===== config.mk =====
export PLATFORM = sky130hd
export DESIGN_NAME = spi_master
export DESIGN_NICKNAME = d
export VERILOG_FILES = /design/src/source/spi_pkg.sv /design/src/source/spi_ctrl.sv /design/src/source/spi_master.sv /design/src/source/spi_rx_shift.sv /design/src/source/spi_sclk_gen.sv /design/src/source/spi_tx_shift.sv
export SDC_FILE = /design/constraint.sdc
export NUM_CORES = 1
export LEC_CHECK = 0
export BUFFER_PORTS_ARGS = -buffer_cell sky130_fd_sc_hd__buf_2
export CORE_ASPECT_RATIO = 0.5
export CORE_UTILIZATION = 57
export CTS_BUF_LIST = sky130_fd_sc_hd__clkbuf_8
export CTS_CLUSTER_DIAMETER = 50
export DETAILED_ROUTE_END_ITERATION = 8
export PLACE_DENSITY_LB_ADDON = 0.3
export SLEW_MARGIN = 25
export SYNTH_ARGS = -nofsm -noshare
export SYNTH_HDL_FRONTEND = slang
export SYNTH_HIERARCHICAL = 1
export SYNTH_SLANG_ARGS = --single-unit

===== constraint.sdc =====
create_clock -name clk -period 2.2 [get_ports clk]
set_clock_uncertainty 0.05 [all_clocks]
set_input_delay 0.44 -clock clk [delete_from_list [all_inputs] [get_ports clk]]
set_output_delay 0.44 -clock clk [all_outputs]
set_load 0.03 [all_outputs]

===== src/source/spi_pkg.sv =====
package spi_pkg;

  localparam int CMD_WIDTH  = 12;
  localparam int READ_WIDTH = 8;
  localparam int ADDR_WIDTH = 3;
  localparam int FRAME_BITS = 12;  // SCLK periods per frame

  // Write frame, rw set
  typedef struct packed {
    logic                  rw;
    logic [ADDR_WIDTH-1:0] addr;
    logic [READ_WIDTH-1:0] wdata;
  } spi_wr_cmd_t;

  // Read frame, rw clear, low byte is don't care on the wire
  typedef struct packed {
    logic                  rw;
    logic [ADDR_WIDTH-1:0] addr;
    logic [READ_WIDTH-1:0] pad;
  } spi_rd_cmd_t;

  typedef union packed {
    spi_wr_cmd_t wr;
    spi_rd_cmd_t rd;
  } spi_cmd_t;

  typedef enum logic [1:0] {
    IDLE   = 2'd0,
    ACTIVE = 2'd1,
    DONE   = 2'd2
  } spi_state_t;

endpackage


===== src/source/spi_ctrl.sv =====
module spi_ctrl
  import spi_pkg::*;
#(
  parameter int SCLK_DIV = 2
) (
  input  logic                  clk,
  input  logic                  rst_n,
  input  logic                  cmd_vld,
  output logic                  cmd_rdy,
  output logic                  accept,
  output logic                  frame_active,
  input  logic                  sclk_fall,
  input  logic                  bit_count_done,
  input  logic [READ_WIDTH-1:0] rx_byte,
  input  logic                  cmd_is_write,
  output logic                  cs_n,
  output logic                  read_vld,
  output logic [READ_WIDTH-1:0] read_data
);

  // Accepting edge to cs_n rising
  localparam int FRAME_LATENCY = 2 * FRAME_BITS * SCLK_DIV + 1;

  spi_state_t state;
  logic       last_seen;  // 12th bit already sampled
  logic       frame_end;

  assign cmd_rdy      = (state == IDLE);
  assign accept       = cmd_vld && cmd_rdy;
  assign frame_active = (state == ACTIVE);

  // Falling edge that closes the 12th SCLK period
  assign frame_end = frame_active && last_seen && sclk_fall;

  always_ff @(posedge clk or negedge rst_n)
  begin
    if (!rst_n)
    begin
      state     <= IDLE;
      last_seen <= 1'b0;
      cs_n      <= 1'b1;
      read_vld  <= 1'b0;
    end
    else
    begin
      read_vld <= 1'b0;
      case (state)
        IDLE:
        begin
          if (accept)
          begin
            state     <= ACTIVE;
            last_seen <= 1'b0;
            cs_n      <= 1'b0;
          end
        end
        ACTIVE:
        begin
          if (bit_count_done)
          begin
            last_seen <= 1'b1;
          end
          if (frame_end)
          begin
            state    <= DONE;
            cs_n     <= 1'b1;
            read_vld <= !cmd_is_write;  // Pulses in DONE
          end
        end
        DONE:
        begin
          state <= IDLE;
        end
        default:
        begin
          state <= IDLE;
        end
      endcase
    end
  end

  // Result byte, valid alongside read_vld
  always_ff @(posedge clk)
  begin
    if (frame_end && !cmd_is_write)
    begin
      read_data <= rx_byte;
    end
  end

  a_cs_low_active : assert property (
    @(posedge clk) disable iff (!rst_n)
    (state == ACTIVE) |-> !cs_n
  );

  // Command kind comes from the transmit shifter
  a_no_read_after_write : assert property (
    @(posedge clk) disable iff (!rst_n)
    read_vld |-> !cmd_is_write
  );

  a_rdy_not_active : assert property (
    @(posedge clk) disable iff (!rst_n)
    !(cmd_rdy && frame_active)
  );

  // Fixed frame latency set by the SCLK divider
  a_frame_latency : assert property (
    @(posedge clk) disable iff (!rst_n)
    $rose(cs_n) |-> $past(accept, FRAME_LATENCY)
  );

endmodule


===== src/source/spi_master.sv =====
module spi_master
  import spi_pkg::*;
#(
  parameter int SCLK_DIV = 2  // clk cycles per SCLK half period
) (
  input  logic                  clk,
  input  logic                  rst_n,
  input  logic [CMD_WIDTH-1:0]  cmd_in,
  input  logic                  cmd_vld,
  output logic                  cmd_rdy,
  output logic                  sclk,
  output logic                  cs_n,
  output logic                  mosi,
  input  logic                  miso,
  output logic                  read_vld,
  output logic [READ_WIDTH-1:0] read_data
);

  logic                  accept;
  logic                  frame_active;
  logic                  sclk_rise;
  logic                  sclk_fall;
  logic                  bit_count_done;
  logic [READ_WIDTH-1:0] rx_byte;
  logic                  cmd_is_write;

  spi_sclk_gen #(
    .SCLK_DIV(SCLK_DIV)
  ) u_sclk_gen (
    .clk         (clk),
    .rst_n       (rst_n),
    .frame_active(frame_active),
    .sclk        (sclk),
    .sclk_rise   (sclk_rise),
    .sclk_fall   (sclk_fall)
  );

  spi_tx_shift u_tx_shift (
    .clk         (clk),
    .rst_n       (rst_n),
    .accept      (accept),
    .cmd_in      (cmd_in),
    .sclk_fall   (sclk_fall),
    .mosi        (mosi),
    .cmd_is_write(cmd_is_write)
  );

  spi_rx_shift u_rx_shift (
    .clk           (clk),
    .rst_n         (rst_n),
    .accept        (accept),
    .sclk_rise     (sclk_rise),
    .miso          (miso),
    .rx_byte       (rx_byte),
    .bit_count_done(bit_count_done)
  );

  spi_ctrl #(
    .SCLK_DIV(SCLK_DIV)
  ) u_ctrl (
    .clk           (clk),
    .rst_n         (rst_n),
    .cmd_vld       (cmd_vld),
    .cmd_rdy       (cmd_rdy),
    .accept        (accept),
    .frame_active  (frame_active),
    .sclk_fall     (sclk_fall),
    .bit_count_done(bit_count_done),
    .rx_byte       (rx_byte),
    .cmd_is_write  (cmd_is_write),
    .cs_n          (cs_n),
    .read_vld      (read_vld),
    .read_data     (read_data)
  );

endmodule


===== src/source/spi_rx_shift.sv =====
module spi_rx_shift
  import spi_pkg::*;
(
  input  logic                  clk,
  input  logic                  rst_n,
  input  logic                  accept,
  input  logic                  sclk_rise,
  input  logic                  miso,
  output logic [READ_WIDTH-1:0] rx_byte,
  output logic                  bit_count_done
);

  logic [3:0]            bit_cnt;
  logic [READ_WIDTH-1:0] rx_q;

  // Rising strobes seen in this frame
  always_ff @(posedge clk or negedge rst_n)
  begin
    if (!rst_n)
    begin
      bit_cnt <= '0;
    end
    else if (accept)
    begin
      bit_cnt <= '0;
    end
    else if (sclk_rise)
    begin
      bit_cnt <= bit_cnt + 1'b1;
    end
  end

  // Only the last 8 bits survive, earlier ones fall off the top
  always_ff @(posedge clk)
  begin
    if (sclk_rise)
    begin
      rx_q <= {rx_q[READ_WIDTH-2:0], miso};
    end
  end

  assign rx_byte        = rx_q;
  assign bit_count_done = sclk_rise && (bit_cnt == 4'(FRAME_BITS - 1));  // 12th sample

  // SCLK generator and controller must stop after exactly one frame of rises
  a_bit_cnt_range : assert property (
    @(posedge clk) disable iff (!rst_n)
    bit_cnt <= 4'(FRAME_BITS)
  );

endmodule


===== src/source/spi_sclk_gen.sv =====
module spi_sclk_gen #(
  parameter int SCLK_DIV = 2
) (
  input  logic clk,
  input  logic rst_n,
  input  logic frame_active,
  output logic sclk,
  output logic sclk_rise,
  output logic sclk_fall
);

  // At least one counter bit, even for SCLK_DIV of 1
  localparam int CNT_W = (SCLK_DIV > 1) ? $clog2(SCLK_DIV) : 1;

  logic [CNT_W-1:0] half_cnt;
  logic             tick;

  // Last clk cycle of a half period
  assign tick = frame_active && (half_cnt == CNT_W'(SCLK_DIV - 1));

  // Strobes mark the clk edge at which sclk toggles
  assign sclk_rise = tick && !sclk;
  assign sclk_fall = tick && sclk;

  always_ff @(posedge clk or negedge rst_n)
  begin
    if (!rst_n)
    begin
      half_cnt <= '0;
      sclk     <= 1'b0;
    end
    else if (!frame_active)
    begin
      half_cnt <= '0;  // Park between frames
      sclk     <= 1'b0;
    end
    else if (tick)
    begin
      half_cnt <= '0;
      sclk     <= ~sclk;
    end
    else
    begin
      half_cnt <= half_cnt + 1'b1;
    end
  end

  // Frame end from the controller must only come with sclk already back low
  a_sclk_idle_low : assert property (
    @(posedge clk) disable iff (!rst_n)
    !frame_active |-> !sclk
  );

endmodule


===== src/source/spi_tx_shift.sv =====
module spi_tx_shift
  import spi_pkg::*;
(
  input  logic     clk,
  input  logic     rst_n,
  input  logic     accept,
  input  spi_cmd_t cmd_in,
  input  logic     sclk_fall,
  output logic     mosi,
  output logic     cmd_is_write
);

  spi_cmd_t cmd_q;
  logic     rw_q;

  // Command shift register, MSB first
  always_ff @(posedge clk or negedge rst_n)
  begin
    if (!rst_n)
    begin
      cmd_q <= '0;  // Keeps mosi low out of reset
    end
    else if (accept)
    begin
      cmd_q <= cmd_in;
    end
    else if (sclk_fall)
    begin
      cmd_q <= spi_cmd_t'({cmd_q[CMD_WIDTH-2:0], 1'b0});
    end
  end

  // The rw bit gets shifted away, so hold a copy for the whole frame
  always_ff @(posedge clk or negedge rst_n)
  begin
    if (!rst_n)
    begin
      rw_q <= 1'b0;
    end
    else if (accept)
    begin
      rw_q <= cmd_in.wr.rw;
    end
  end

  assign mosi         = cmd_q[CMD_WIDTH-1];
  assign cmd_is_write = rw_q;

endmodule

==> summary.json <==
{
  "viasPerCell": 5.01,
  "maxCapViolations": 0,
  "status": "finished clean",
  "drt_iter0_markers": 38,
  "detailroute.via_count": 957,
  "commonest_non_fill_non_tap_cells_in_the_layout": "28 x buf_2, 23 x dfrtp_1, 16 x edfxtp_1, 15 x nand2_1, 12 x mux2i_1",
  "tightest_slew_ns": 0.531,
  "slew-limit-headroom_pct": 64.6,
  "cts-hold-fix-buffers": 0,
  "clockRootBuffer": "clkbuf_8",
  "final_layout_size_suffix_gt1_share_pct": 29.9,
  "mappedNetlistArea_um2": 1600,
  "die_y_um": 39.5,
  "critical_path_peak_fanout": 8,
  "final.min_clock_period_ns": 1.61,
  "finalWirelength_um": 2370,
  "clock_insertion_delay_worst_skew_ns": 0.28,
  "routability_congestion": 0.800,
  "netlist-cell-type-count": 30,
  "crit-reg2reg-launch": "u_ctrl/state[0]",
  "post-dp-hpwl_um": 1690,
  "avgSynthCellArea_um2": 13.6,
  "drt_wl_cell_um": 12.4,
  "timing_worst_setup_path_type": "register to register",
  "arrival_ns": 1.56,
  "insertedDiodeCount": 0,
  "total_power_mw": 2.54,
  "reg2reg_setup_slack_ns": 0.59,
  "gr-usage-all-layers_pct": 16.9,
  "cts_made_buffers": 5,
  "unrepaired_setup_endpoints_after_global_routing": "no",
  "min-delay-path-class": "input port to async pin",
  "floorplan.core_area_um2": 2640,
  "vias_in_the_first_global_route": 813,
  "grt_pass1_wl_um": 3580,
  "reg2regPathDepth": 5,
  "power_density_nw_per_um2": 1360,
  "setup-tns-final_ns": 0,
  "synth_seq_cells": 40,
  "vdd_drop_max_uv": 683,
  "area_enclosed_by_the_die_boundary_um2": 3030,
  "critical_path.endpoint_type": "register",
  "report.final.hold_viol_count": 0,
  "layout.filler_cells": 188,
  "initial_core_util_pct": 60.7,
  "synth-seq-area-share_pct": 67.7,
  "startpoint_class_of_the_critical_path": "register",
  "floorplan.io_pins": 29,
  "layout-area-overhead-vs-synth_pct": 16.7,
  "syn-instance-count": 118,
  "clock.fmax_mhz": 621,
  "number_of_antenna_violations_at_the_first_check_in_global_routing": 0,
  "numPortBuffers": 28,
  "die_x_um": 76.9,
  "ys_warn_count": 6,
  "final_common_cell": "buf_2",
  "postCtsResizedCells": 0,
  "clock-sinks": 40,
  "cts_max_level": 2,
  "clkTransAtPathRegs_ns": 0.07,
  "cts_setup_buffers": 0,
  "min_period_over_period_pct": 73.2,
  "synth.net_count": 135,
  "globalRoute.totalOverflow": 0,
  "leakage_nw": 0.822,
  "slew_viol_final": 0,
  "finalSetupViolCount": 0,
  "layout_nets": 170,
  "core.rowCount": 13,
  "crit_required_ns": 2.15,
  "grt_max_degree": 25,
  "drt_drc_violations_left": 0,
  "cts_tree": "done",
  "max-clock-path-buffers": 2,
  "worst_hold_slack_ns": 0.0807,
  "detail-route-antenna-nets": 0,
  "dr.pass1.iters": 4,
  "worst_r2r_endpoint": "u_ctrl/read_data[0]"
}
sequential cells by signal (all words and copies together) (netlist names):
| signal | count |
|---|---|
| u_ctrl/read_vld | 1 |
| u_rx_shift/bit_cnt | 4 |
| u_sclk_gen/half_cnt | 1 |
| u_sclk_gen/sclk | 1 |
| u_tx_shift/cmd_is_write | 1 |
| u_ctrl/last_seen | 1 |
| u_ctrl/read_data | 8 |
| u_ctrl/state | 2 |
| u_tx_shift/cmd_q | 12 |
| u_rx_shift/rx_byte | 8 |
| u_ctrl/cs_n | 1 |
per-stage QoR:
step / utilization [%] / instance area [um2] / setup slack, ns / instances
final: 70.8 / 1870 / 0.590 / 191
after global routing: 70.8 / 1870 / 0.477 / 191
after CTS: 70.8 / 1870 / 0.597 / 191
after detailed placement: 67.7 / 1780 / 0.608 / 183
after global placement: 67.7 / 1780 / 0.665 / 183
after floorplan: - / 1600 / 0.375 / 118
report_power, final:
part | total, mW | switching [mW] | internal, mW
clock network | 0.446 | 0.231 | 0.215
logic | 0.815 | 0.453 | 0.362
registers | 1.28 | 0.181 | 1.10
total | 2.54 | 0.865 | 1.68
worst max-delay path by stage:
| stage | from | to | slack (ns) | depth (start not counted) |
|---|---|---|---|---|
| floorplan | u_ctrl/state[0] | u_rx_shift/bit_cnt[3] | 0.37 | 6 |
| finish | u_ctrl/state[0] | u_ctrl/read_data[0] | 0.59 | 5 |
| global placement | u_ctrl/state[0] | u_rx_shift/bit_cnt[3] | 0.67 | 6 |
| detailed placement | u_ctrl/state[0] | u_rx_shift/bit_cnt[3] | 0.61 | 6 |
| global route | u_ctrl/state[0] | u_ctrl/read_data[2] | 0.48 | 5 |
| CTS | u_ctrl/state[0] | u_rx_shift/bit_cnt[3] | 0.60 | 6 |
routing by layer:
layer,wire [um],track usage (%),part of all wire (%)
met5,0,0,0
met1,1110,19.4,47
met4,0,4.81,0
met3,141,7.44,6.0
met2,1110,29.9,47
Yosys cell counts:
cell	n	area (um2)
nand3b_1	1	7.51
nand3_1	1	5.00
a21bo_1	1	10.0
edfxtp_1	16	480
nand2b_1	2	12.5
and2b_2	1	8.76
mux2_4	1	15.0
mux2i_1	12	120
nor2_1	9	33.8
nor2b_4	1	13.8
xnor2_1	1	8.76
and4b_1	1	10.0
dfstp_2	1	26.3
and3_2	1	7.51
o21ai_1	8	40.0
o21ai_0	4	20.0
nand4_4	1	21.3
and2_1	2	12.5
a311oi_1	1	8.76
ha_1	1	12.5
a21oi_1	3	15.0
o21ai_2	1	8.76
nor2b_1	1	6.26
nand2_1	15	56.3
buf_6	2	22.5
nand3_2	1	10.0
xor2_1	1	8.76
dfrtp_1	23	576
buf_2	2	10.0
inv_1	3	11.3
worst max-delay path: stages (launching register included):
cell and delay [ns]:
dfrtp_1 0.43, nor2b_4 0.22, and3_2 0.23, nand3_2 0.12, nor2_1 0.11, buf_4 0.17
logic make-up after synthesis:
family	count (synthesis)	share of synthesized area (%)
multiplexers	13	8.45
XOR/XNOR	2	1.10
flip-flops	40	67.7
AO/OA/AOI/OAI	18	6.42
AND/OR/NAND/NOR	37	12.8
buffers and inverters	7	2.74
adder cells (fa/ha/maj)	1	0.782
cell type report:
class / count / area (um2) / share of cell area [%]
clock buffers: 5 / 68.8 / 3.69
clock inverters: 3 / 15.0 / 0.804
inverters: 3 / 11.3 / 0.603
multi-input cells: 71 / 473 / 25.3
flip-flops and latches: 40 / 1080 / 58.0
well taps: 37 / 46.3 / 2.48
repair buffers: 32 / 170 / 9.12
No activity file was read; power rests on OpenSTA's default activity.
